**src/design/cache_cfg_pkg.sv**
```systemverilog
//------------------------------
// Cache geometry constants, address decode union
// and datapath control bundle
//------------------------------
`default_nettype none

package cache_cfg_pkg;

  //------------------------------
  // Line geometry
  //------------------------------

  localparam int word_bits      = 32;
  localparam int addr_bits      = 32;
  localparam int line_bits      = 128;
  localparam int words_per_line = line_bits / word_bits;
  localparam int line_num_bits  = addr_bits - 4;   // Above word and byte offsets

  // One address word, seen raw or split into its fields
  typedef struct packed {
    logic [line_num_bits-1:0] line_num;            // Tag and index together
    logic [1:0]               word_off;
    logic [1:0]               byte_off;
  } addr_fields_t;

  typedef union packed {
    logic [addr_bits-1:0] raw;
    addr_fields_t         fields;
  } cache_addr_u;

  //------------------------------
  // Control to datapath
  //------------------------------

  typedef struct packed {
    logic                      req_en;             // Load request registers
    logic                      memresp_en;         // Load refill line
    logic                      write_data_sel;     // 1 selects refill line
    logic                      tag_ren;
    logic                      tag_wen;
    logic                      data_ren;
    logic                      data_wen;
    logic [words_per_line-1:0] word_wen;           // Per word write enable
    logic                      evict_addr_en;
    logic                      memreq_addr_sel;    // 1 selects refill address
    logic                      read_data_en;
    logic                      word_sel_zero;      // Zero data in response
  } dpath_ctrl_t;

endpackage

`default_nettype wire

```
**src/design/mem_msg_pkg.sv**
```systemverilog
//------------------------------
// Memory message types for the processor port
// and the line-wide memory port
//------------------------------
`default_nettype none

package mem_msg_pkg;

  import cache_cfg_pkg::*;

  typedef enum logic [2:0] {
    mem_read  = 3'd0,
    mem_write = 3'd1
  } mem_type_e;

  //------------------------------
  // Processor side, one word
  //------------------------------

  typedef struct packed {
    mem_type_e            msg_type;
    logic [7:0]           opaque;
    logic [addr_bits-1:0] addr;
    logic [1:0]           len;                     // Zero means full word
    logic [word_bits-1:0] data;
  } mem_req_t;

  typedef struct packed {
    mem_type_e            msg_type;
    logic [7:0]           opaque;
    logic [1:0]           len;
    logic [word_bits-1:0] data;                    // Zero for writes
  } mem_resp_t;

  //------------------------------
  // Memory side, full line
  //------------------------------

  typedef struct packed {
    mem_type_e            msg_type;
    logic [7:0]           opaque;
    logic [addr_bits-1:0] addr;                    // Line aligned
    logic [3:0]           len;
    logic [line_bits-1:0] data;
  } line_req_t;

  typedef struct packed {
    mem_type_e            msg_type;
    logic [7:0]           opaque;
    logic [3:0]           len;
    logic [line_bits-1:0] data;
  } line_resp_t;

endpackage

`default_nettype wire

```
**src/design/blocking_cache.sv**
```systemverilog
//------------------------------
// Blocking cache top, control and datapath
//------------------------------
`timescale 1ns/100ps
`default_nettype none

module blocking_cache
  import cache_cfg_pkg::*;
  import mem_msg_pkg::*;
#(
  parameter int cache_nbytes = 256,
  localparam int n_lines     = cache_nbytes * 8 / line_bits,
  localparam int idx_bits    = $clog2(n_lines)
) (
  input  logic       clk,
  input  logic       reset,

  // Processor port
  input  logic       cachereq_val,
  input  mem_req_t   cachereq_msg,
  output logic       busy,
  output logic       cacheresp_val,
  output mem_resp_t  cacheresp_msg,

  // Memory port
  output logic       memreq_val,
  output line_req_t  memreq_msg,
  input  logic       memresp_val,
  input  line_resp_t memresp_msg
);

  dpath_ctrl_t         ctrl;
  mem_type_e           cacheresp_type;
  mem_type_e           memreq_type;
  mem_type_e           req_type;
  logic                tag_match;
  logic [1:0]          word_offset;
  logic [idx_bits-1:0] req_index;

  blocking_cache_ctrl #(
    .cache_nbytes (cache_nbytes)
  ) u_ctrl (
    .clk            (clk),
    .reset          (reset),
    .cachereq_val   (cachereq_val),
    .busy           (busy),
    .cacheresp_val  (cacheresp_val),
    .memreq_val     (memreq_val),
    .memresp_val    (memresp_val),
    .tag_match      (tag_match),
    .req_type       (req_type),
    .word_offset    (word_offset),
    .req_index      (req_index),
    .ctrl           (ctrl),
    .cacheresp_type (cacheresp_type),
    .memreq_type    (memreq_type)
  );

  blocking_cache_dpath #(
    .cache_nbytes (cache_nbytes)
  ) u_dpath (
    .clk            (clk),
    .reset          (reset),
    .cachereq_msg   (cachereq_msg),
    .memresp_msg    (memresp_msg),
    .ctrl           (ctrl),
    .cacheresp_type (cacheresp_type),
    .memreq_type    (memreq_type),
    .tag_match      (tag_match),
    .req_type       (req_type),
    .word_offset    (word_offset),
    .req_index      (req_index),
    .cacheresp_msg  (cacheresp_msg),
    .memreq_msg     (memreq_msg)
  );

endmodule

`default_nettype wire

```
**src/design/blocking_cache_ctrl.sv**
```systemverilog
//------------------------------
// Blocking cache control FSM with per-line valid
// and dirty bits
//------------------------------
`timescale 1ns/100ps
`default_nettype none

module blocking_cache_ctrl
  import cache_cfg_pkg::*;
  import mem_msg_pkg::*;
#(
  parameter int cache_nbytes = 256,
  localparam int n_lines     = cache_nbytes * 8 / line_bits,
  localparam int idx_bits    = $clog2(n_lines)
) (
  input  logic                clk,
  input  logic                reset,

  input  logic                cachereq_val,
  output logic                busy,
  output logic                cacheresp_val,
  output logic                memreq_val,
  input  logic                memresp_val,

  input  logic                tag_match,
  input  mem_type_e           req_type,
  input  logic [1:0]          word_offset,
  input  logic [idx_bits-1:0] req_index,

  output dpath_ctrl_t         ctrl,
  output mem_type_e           cacheresp_type,
  output mem_type_e           memreq_type
);

  typedef enum logic [3:0] {
    st_idle,
    st_tag_check,
    st_access,
    st_respond,
    st_evict_read,
    st_evict_req,
    st_evict_wait,
    st_refill_req,
    st_refill_wait,
    st_refill_update
  } state_t;

  state_t state;
  state_t state_next;

  logic [n_lines-1:0] valid_bits;
  logic [n_lines-1:0] dirty_bits;
  logic               line_valid;
  logic               line_dirty;
  logic               hit;
  logic               write_req;
  logic               accept;

  assign line_valid = valid_bits[req_index];
  assign line_dirty = dirty_bits[req_index];
  assign hit        = tag_match && line_valid;
  assign write_req  = (req_type == mem_write);

  // Busy through the response cycle as well
  assign busy   = (state != st_idle) || cacheresp_val;
  assign accept = cachereq_val && !busy;

  //------------------------------
  // State register
  //------------------------------

  always_ff @(posedge clk) begin
    if (reset) begin
      state         <= st_idle;
      cacheresp_val <= 1'b0;
    end else begin
      state         <= state_next;
      cacheresp_val <= (state == st_respond);   // Read register loaded by now
    end
  end

  always_comb begin
    state_next = state;
    case (state)
      st_idle:          if (accept) state_next = st_tag_check;
      st_tag_check: begin
        if (hit)
          state_next = st_access;
        else if (line_valid && line_dirty)
          state_next = st_evict_read;
        else
          state_next = st_refill_req;
      end
      st_access:        state_next = st_respond;
      st_respond:       state_next = st_idle;
      st_evict_read:    state_next = st_evict_req;
      st_evict_req:     state_next = st_evict_wait;
      st_evict_wait:    if (memresp_val) state_next = st_refill_req;
      st_refill_req:    state_next = st_refill_wait;
      st_refill_wait:   if (memresp_val) state_next = st_refill_update;
      st_refill_update: state_next = st_access;   // Finish as a hit
      default:          state_next = st_idle;
    endcase
  end

  //------------------------------
  // Valid and dirty bits
  //------------------------------

  always_ff @(posedge clk) begin
    if (reset) begin
      valid_bits <= '0;
      dirty_bits <= '0;
    end else if (state == st_refill_update) begin
      valid_bits[req_index] <= 1'b1;
      dirty_bits[req_index] <= 1'b0;
    end else if (state == st_access && write_req) begin
      dirty_bits[req_index] <= 1'b1;
    end
  end

  //------------------------------
  // Datapath controls and strobes
  //------------------------------

  always_comb begin
    ctrl        = '0;
    memreq_val  = 1'b0;
    memreq_type = mem_read;

    ctrl.word_sel_zero = write_req;   // Write responses carry no data

    case (state)
      st_idle:       ctrl.req_en = accept;
      st_tag_check:  ctrl.tag_ren = 1'b1;
      st_access: begin
        if (write_req) begin
          ctrl.data_wen              = 1'b1;
          ctrl.word_wen[word_offset] = 1'b1;
        end
      end
      st_respond: begin
        ctrl.data_ren     = 1'b1;
        ctrl.read_data_en = 1'b1;
      end
      st_evict_read: begin
        ctrl.tag_ren       = 1'b1;          // Old tag forms the victim address
        ctrl.data_ren      = 1'b1;
        ctrl.read_data_en  = 1'b1;
        ctrl.evict_addr_en = 1'b1;
      end
      st_evict_req: begin
        memreq_val  = 1'b1;
        memreq_type = mem_write;
      end
      st_refill_req: begin
        memreq_val           = 1'b1;
        ctrl.memreq_addr_sel = 1'b1;
      end
      st_refill_wait: ctrl.memresp_en = memresp_val;
      st_refill_update: begin
        ctrl.tag_wen        = 1'b1;
        ctrl.data_wen       = 1'b1;
        ctrl.word_wen       = '1;           // Whole line from memory
        ctrl.write_data_sel = 1'b1;
      end
      default: ;
    endcase
  end

  assign cacheresp_type = req_type;

endmodule

`default_nettype wire

```
**src/design/blocking_cache_dpath.sv**
```systemverilog
//------------------------------
// Blocking cache datapath: request and refill registers,
// tag and data arrays, tag compare, message packing
//------------------------------
`timescale 1ns/100ps
`default_nettype none

module blocking_cache_dpath
  import cache_cfg_pkg::*;
  import mem_msg_pkg::*;
#(
  parameter int cache_nbytes = 256,
  localparam int n_lines     = cache_nbytes * 8 / line_bits,
  localparam int idx_bits    = $clog2(n_lines),
  localparam int tag_bits    = line_num_bits - idx_bits
) (
  input  logic                clk,
  input  logic                reset,

  input  mem_req_t            cachereq_msg,
  input  line_resp_t          memresp_msg,
  input  dpath_ctrl_t         ctrl,
  input  mem_type_e           cacheresp_type,
  input  mem_type_e           memreq_type,

  output logic                tag_match,
  output mem_type_e           req_type,
  output logic [1:0]          word_offset,
  output logic [idx_bits-1:0] req_index,
  output mem_resp_t           cacheresp_msg,
  output line_req_t           memreq_msg
);

  //------------------------------
  // Request and refill registers
  //------------------------------

  cache_addr_u          req_addr;
  logic [word_bits-1:0] req_data;
  logic [line_bits-1:0] refill_line;

  always_ff @(posedge clk) begin
    if (reset) begin
      req_type     <= mem_read;
      req_addr.raw <= '0;
      req_data     <= '0;
    end else if (ctrl.req_en) begin
      req_type     <= cachereq_msg.msg_type;
      req_addr.raw <= cachereq_msg.addr;
      req_data     <= cachereq_msg.data;
    end
    if (ctrl.memresp_en)
      refill_line <= memresp_msg.data;
  end

  logic [tag_bits-1:0] req_tag;

  assign req_index   = req_addr.fields.line_num[idx_bits-1:0];
  assign req_tag     = req_addr.fields.line_num[line_num_bits-1:idx_bits];
  assign word_offset = req_addr.fields.word_off;

  // Store word copied to every slot, word enables pick the one written
  logic [line_bits-1:0] write_line;

  assign write_line = ctrl.write_data_sel ? refill_line : {words_per_line{req_data}};

  //------------------------------
  // Tag and data arrays
  //------------------------------

  logic [tag_bits-1:0]                       tag_array [n_lines];
  logic [words_per_line-1:0][word_bits-1:0]  data_array [n_lines];
  logic [tag_bits-1:0]                       read_tag;
  logic [line_bits-1:0]                      cache_line;

  // Combinational read, zero while not enabled
  assign read_tag   = ctrl.tag_ren  ? tag_array[req_index]  : '0;
  assign cache_line = ctrl.data_ren ? data_array[req_index] : '0;

  always_ff @(posedge clk) begin
    if (ctrl.tag_wen)
      tag_array[req_index] <= req_tag;
  end

  always_ff @(posedge clk) begin
    for (int i = 0; i < words_per_line; i++) begin
      if (ctrl.data_wen && ctrl.word_wen[i])
        data_array[req_index][i] <= write_line[i*word_bits +: word_bits];
    end
  end

  assign tag_match = (read_tag == req_tag);

  //------------------------------
  // Line addresses
  //------------------------------

  logic [addr_bits-1:0] refill_addr;
  logic [addr_bits-1:0] victim_addr;
  logic [addr_bits-1:0] evict_addr;
  logic [addr_bits-1:0] memreq_addr;

  assign refill_addr = {req_tag, req_index, 4'b0};
  assign victim_addr = {read_tag, req_index, 4'b0};   // Old line still in place

  always_ff @(posedge clk) begin
    if (ctrl.evict_addr_en)
      evict_addr <= victim_addr;
  end

  assign memreq_addr = ctrl.memreq_addr_sel ? refill_addr : evict_addr;

  //------------------------------
  // Read register and word select
  //------------------------------

  logic [words_per_line-1:0][word_bits-1:0] read_line;
  logic [word_bits-1:0]                     resp_word;

  always_ff @(posedge clk) begin
    if (ctrl.read_data_en)
      read_line <= cache_line;
  end

  assign resp_word = ctrl.word_sel_zero ? '0 : read_line[word_offset];

  // Outgoing messages, opaque and length always zero
  always_comb begin
    cacheresp_msg.msg_type = cacheresp_type;
    cacheresp_msg.opaque   = '0;
    cacheresp_msg.len      = '0;
    cacheresp_msg.data     = resp_word;
  end

  always_comb begin
    memreq_msg.msg_type = memreq_type;
    memreq_msg.opaque   = '0;
    memreq_msg.addr     = memreq_addr;
    memreq_msg.len      = '0;
    memreq_msg.data     = read_line;       // Writeback data, ignored on reads
  end

endmodule

`default_nettype wire

```
**config.mk**
```make
export PLATFORM = sky130hd
export DESIGN_NAME = blocking_cache
export DESIGN_NICKNAME = d
export VERILOG_FILES = /design/src/design/cache_cfg_pkg.sv /design/src/design/mem_msg_pkg.sv /design/src/design/blocking_cache.sv /design/src/design/blocking_cache_ctrl.sv /design/src/design/blocking_cache_dpath.sv
export SDC_FILE = /design/constraint.sdc
export NUM_CORES = 2
export LEC_CHECK = 0
export BUFFER_PORTS_ARGS = -buffer_cell sky130_fd_sc_hd__buf_2
export CELL_PAD_IN_SITES_DETAIL_PLACEMENT = 0
export CELL_PAD_IN_SITES_GLOBAL_PLACEMENT = 1
export CORE_UTILIZATION = 40
export DETAILED_ROUTE_END_ITERATION = 10
export PLACE_DENSITY_LB_ADDON = 0.1
export RECOVER_POWER = 100
export SLEW_MARGIN = 0
export SYNTH_ARGS = -nofsm -noshare
export SYNTH_HDL_FRONTEND = slang
export SYNTH_SLANG_ARGS = --single-unit
```
**constraint.sdc**
```tcl
create_clock -name clk -period 7.79 [get_ports clk]
set_input_delay 0.779 -clock clk [delete_from_list [all_inputs] [get_ports clk]]
set_output_delay 0.779 -clock clk [all_outputs]
set_load 0.05 [all_outputs]
```
# Word-level counts from Yosys, hierarchy flattened
# Memories as Yosys holds them, arrays and structs flattened. A register that Yosys moved wholly into a read port is not among the register bits.
# Index checks and enable logic that the tools add are counted.
# Widths: inputs -> output; s select.
# op_classes
n_bitwise	4
muxes	45
eq_ne	14
order_cmp	4
n_reduce_logical	19
# ops
operator	n
$mux 128	1
$mux 32	3
$bmux 32 s2	1
$pmux 4 s9	1
$mux 16	2
$or 16x16->16	2
$eq 24x24->1	1
$mux 24	1
$mux 4	6
$mux 1	23
$and 16x16->16	1
$eq 4x3->1 const B	4
$not 16->16	1
$logic_and 1x1->1	10
$pmux 5 s2	1
$bmux 1 s4	2
$eq 4x2->1 const B	2
$eq 4x4->1 const B	2
$reduce_or 2->1	3
$lt 4x5->1 const B	1
$mux 5	1
$demux 1 s4	1
$eq 4x1->1 const B	1
$ge 4x1->1 const B	1
13 further kinds	14
# word_totals
in_bits	224
mem_count	2
out_inout_bits	223
ff_bits	260
ram_bits	2432
word_cells	97
# memory_table
memory	depth	word_bits	rd	rd_ports_with_merged_regs	wr	line_no	text
u_dpath.data_array	16	128	1	1	1	blocking_cache_dpath.sv:72	logic [words_per_line-1:0][word_bits-1:0] data_array [n_lines];
u_dpath.tag_array	16	24	1	1	1	blocking_cache_dpath.sv:71	logic [tag_bits-1:0] tag_array [n_lines];

# Depth between registers and ports, before layout
# depth
word_depth	9
mapped_depth	12
mapped_depth_nobuf	8

# Modules after synthesis
# From an unflattened synthesis, not the netlist that was laid out.
# unflattened
cells_unflattened	4990
hier_area_um2	108624.2
# modules_own_cells
mod	cells_each	instances	area_each_um2	seq_area_each_um2
blocking_cache_dpath	4771	1	106589.7	82939.5
blocking_cache_ctrl	219	1	2034.5	740.7

# Worst setup path before layout
# No wires, ideal clock.
# synth_path
path_kind	reg2reg
from	register u_ctrl.state[1]
to	register u_dpath.read_line, in the netlist u_dpath.memreq_msg[0], read port of u_dpath.data_array, enable pin
path_stages_with_launch	6
setup_ns	0.616
period_less_slack_ns	6.729
required_time_ns	7.174
arrival_time_ns	6.113
setup_slack_ns	1.061
path_cell_list	dfxtp_1 -> clkbuf_1 -> nand2_1 -> nor2_1 -> a21oi_1 -> nor2_1
# synth_rtl
item	line_no	text
start: declaration	blocking_cache_ctrl.sv:48	state_t state;
start signal: assignment	blocking_cache_ctrl.sv:74	state <= st_idle;
start signal: assignment	blocking_cache_ctrl.sv:77	state <= state_next;
end: declaration	blocking_cache_dpath.sv:117	logic [words_per_line-1:0][word_bits-1:0] read_line;

# Worst setup path after layout
# layout_path
from	register u_dpath.req_addr[7] (netlist name)
to	memory u_dpath.data_array[14][48] (netlist name), enable pin
# layout_rtl
item	line_no	text
start: declaration	blocking_cache_dpath.sv:38	cache_addr_u req_addr;
end: declaration	blocking_cache_dpath.sv:72	
# Straight into the memory's write port.

==> flow_summary.rst <==
.. list-table::
   :header-rows: 1

   * - Metric
     - Value
   * - Post-CTS resize count
     - 0
   * - Detailed route wirelength on metal2
     - 162.1 mm
   * - Relative max-transition margin
     - -129.4%
   * - Post-synthesis area per instance
     - 22.27 sq um
   * - Clock Sink Count
     - 2822
   * - First-pass GRT wire length
     - 446.5 mm
   * - Arrival time at the worst endpoint
     - 6.49 ns
   * - Hold buffer count at cts
     - 0
   * - Buffer depth of the longest clock path
     - 4
   * - Hold Path Origin
     - memresp_msg[124]
   * - Sequential-to-total area share from yosys stat
     - between 70% and 80%
   * - Count of pins on the block boundary
     - 447
   * - DR iter-0 viols
     - 5712
   * - Later-pin clock latency in the skew report
     - 0.88 ns
   * - Crit path launch type
     - register
   * - Cell with the most instances on the worst path
     - buf_4
   * - Clk root buf
     - clkbuf_16
   * - Routed Wire Length
     - about 330 mm
   * - Biggest area contributors in the synthesized netlist
     - edfxtp_1 (76%), mux4_2 (16%), dfxtp_1 (2.0%), nand2_1 (1.6%), clkbuf_1 (0.58%)
   * - Floorplan die width
     - between 500 and 600 microns
   * - Worst r2r path cells
     - 4
   * - Number of H-tree levels
     - 5
   * - FF+latch count, synth
     - 2822
   * - R2R setup slack
     - 1.76 ns
   * - Endpoints failing hold
     - 0
   * - Cell area after layout
     - ~0.12 sq mm
   * - Largest net degree at the start of global routing
     - 120
   * - Hold slack final
     - 0.08782 ns
   * - Largest fanout on the critical path
     - 40
   * - Routed vias
     - 52000
   * - Ratio of cells with drive above 1 in the final layout
     - around 28%
   * - Final global-route overflow total
     - 0
   * - Most numerous cell types in the synthesized netlist
     - edfxtp_1 (2716), mux4_2 (773), nand2_1 (450)
   * - CTS tree
     - built
   * - Most frequently used flop master after synthesis
     - edfxtp_1
   * - Source of the worst register-to-register timing path
     - u_dpath.req_addr[7]
   * - Post-detailed-route via-to-cell ratio
     - 5.658
   * - Area share of the leading cell type in the synthesized netlist
     - 76.16%
   * - Vias in the first global route
     - 53310
   * - Cell Pwr Density
     - 321.4 mW/mm^2
   * - Placed wire-length estimate
     - 186.3 mm
   * - Ys async rst share
     - 0%
   * - Total setup buffers inserted after CTS
     - 0
   * - Tightest Hold Check Type
     - input port to register
   * - Number of buffers inserted during clock tree synthesis
     - between 300 and 400
   * - Worst-path cell chain
     - buf_4 -> nand3_1 -> nor2_1 -> buf_4
   * - Max-slew violation count
     - 1258
   * - Worst R2R End
     - u_dpath.data_array[14][48]
   * - Data required time at the worst endpoint
     - 8.26 ns
   * - Placed cells
     - 8618
   * - Starting density of the core
     - 40.32%
   * - Final period util
     - 77.35%
   * - Netlist area before placement
     - 0.1071 sq mm
   * - Core footprint
     - around 0.27 sq mm
   * - Final period demand of the worst path
     - 6.026 ns
   * - Detailed-route DRC error count
     - 0
   * - Peak per-stage delay on the critical path
     - 1.64 ns
   * - Library cell with the largest summed area after synthesis
     - edfxtp_1
   * - Setup violation total in the final timing report
     - 0
   * - Count of cell types in the netlist
     - 56
   * - Overall Power
     - 39.68 mW
   * - Final WS setup
     - 1.764 ns
   * - RePlAce Congestion
     - just under 0.8
   * - Utilization of the core after routing
     - 46.48%
   * - Growth of design area from synthesis to finish
     - 15.27%
   * - Failing checks
     - capacitance limit, slew limit
   * - Wire length per cell after detailed routing
     - between 30 and 40 microns
   * - WHS Endpoint
     - u_dpath.refill_line[124]
   * - Upper clock frequency limit
     - 0.1660 GHz
   * - Placement-stage cell area
     - 0.1142 sq mm
   * - Worst path slowest cell
     - dfxtp_1
   * - Clock tree skew after final layout
     - ~0.071 ns
   * - Dpl ws
     - 3.206 ns
   * - Register Area
     - 0.08370 sq mm
   * - Worst Path Class, Setup
     - register to register
   * - Setup repair after global routing missed its margin
     - false
   * - Overall global routing resource usage
     - 24.32%
   * - Total negative setup slack
     - 0 ns
   * - Area used by multi-input combinational logic
     - about 0.023 sq mm
   * - Mapped Cells
     - a little under 5000
   * - Remaining antenna violation count after routing
     - 0
   * - Layout net count
     - 5627
   * - Total of warnings raised by yosys
     - 0
   * - Number of placement rows
     - 189
   * - Pleak
     - 38.98 nW
   * - Floorplan die area
     - approximately 0.27 sq mm
   * - Antenna violations before repair
     - 51
   * - Result of the run
     - complete, but fails checks
   * - Hold Path Depth
     - 1
   * - Die Span Y
     - 519.4 microns
   * - Clock slew at reported path FFs
     - 0.06 ns
   * - Met1 Wirelength
     - 133.2 mm
   * - Met3 wire len
     - between 20 and 25 mm
   * - Buffers added on ports
     - between 300 and 400
   * - Post-synth EDFFs
     - 2716
   * - Fill cell instance count of the final layout
     - 22340
   * - Non-filler cells in the finished layout
     - 9191
   * - Endpoint type of the worst setup path
     - register
   * - DR pass1 iterations
     - 6
   * - Max Cap Violations
     - 45
   * - Highest metal layer used by the detailed router
     - met5
   * - Worst vdd rail ir drop
     - 0.2498 mV
   * - Worst Tran Pin Value
     - 3.441 ns
   * - Most numerous cell in the Yosys netlist
     - edfxtp_1
[worst max-delay path, delay by kind of cell, from the launching register on]
kind                   cells  cell delay, ns
buffers and inverters      2            1.55
DFF                        1            1.64
and+or+nand+nor            2            2.37
[cell usage in the layout (no fill, tap or decap), types with 57 or more instances in the layout]
cell / Yosys / routed
clkbuf_1: 166 / 341
mux4_2: 773 / 773
edfxtp_1: 2716 / 2716
nand2_1: 450 / 449
clkbuf_16: 0 / 323
clkinv_1: 1 / 59
buf_2: 22 / 163
buf_4: 35 / 93
a21oi_1: 73 / 73
dfxtp_1: 106 / 100
nor2_1: 128 / 57
nor2_4: 0 / 71
[sequential cells by signal (all words and copies together) (netlist names), named ones only]
name,flops
u_dpath.evict_addr,28
u_dpath.req_addr,30
u_ctrl.cacheresp_val,1
u_dpath.req_data,32
u_dpath.tag_array,384
u_ctrl.valid_bits,16
u_dpath.refill_line,128
u_dpath.memreq_msg,128
u_dpath.data_array,2048
u_ctrl.state,4
u_dpath.req_type,3
[power breakdown]
| part | switching [mW] | internal (mW) |
|---|---|---|
| registers | 1.10 | 17.8 |
| logic | 4.44 | 2.04 |
| clock network | 5.94 | 8.37 |
[layout make-up]
class | instances | share of cell area (%)
Multi-Input combinational cell | 1721 | 18.45
Sequential cell | 2822 | 67.81
Antenna cell | 15 | 0.03041
Clock buffer | 413 | 6.854
Inverter | 10 | 0.03041
Clock inverter | 145 | 1.072
Timing Repair Buffer | 532 | 2.174
Tap cell | 3533 | 3.581
[logic make-up (layout without fill, tap and decap cells)]
family / count (synthesis) / count (layout) / share of synthesized area [%]
flops: 2822 / 2822 / 78.15
mux: 847 / 847 / 17.02
simple gates: 693 / 693 / 2.677
buf+inv: 293 / 1100 / 1.250
compound gates: 134 / 134 / 0.7502
xor+xnor: 19 / 19 / 0.1554
other cells: 1 / 43 / 0.003502
[metal layers]
metal	GRT usage, %	vias up
met2	40.32	1812
met4	8.270	16
met1	32.71	28560
met3	3.973	472
li1	-	21140
met5	0	-
[how the worst max path moves through the flow]
stage,start,endpoint,slack (ns),cells after the start
2_1_floorplan,u_ctrl.state[1],u_dpath.memreq_msg[0],1.06,5
3_3_place_gp,u_dpath.req_addr[5],u_dpath.memreq_msg[41],3.18,5
3_5_place_dp,u_dpath.req_addr[5],u_dpath.memreq_msg[35],3.21,5
4_1_cts,u_dpath.req_addr[5],memreq_msg[137],3.15,4
5_1_grt,u_dpath.req_addr[7],u_dpath.data_array[14][48],1.54,4
6_report,u_dpath.req_addr[7],u_dpath.data_array[14][48],1.76,4
(Power assumes the default switching activity.)
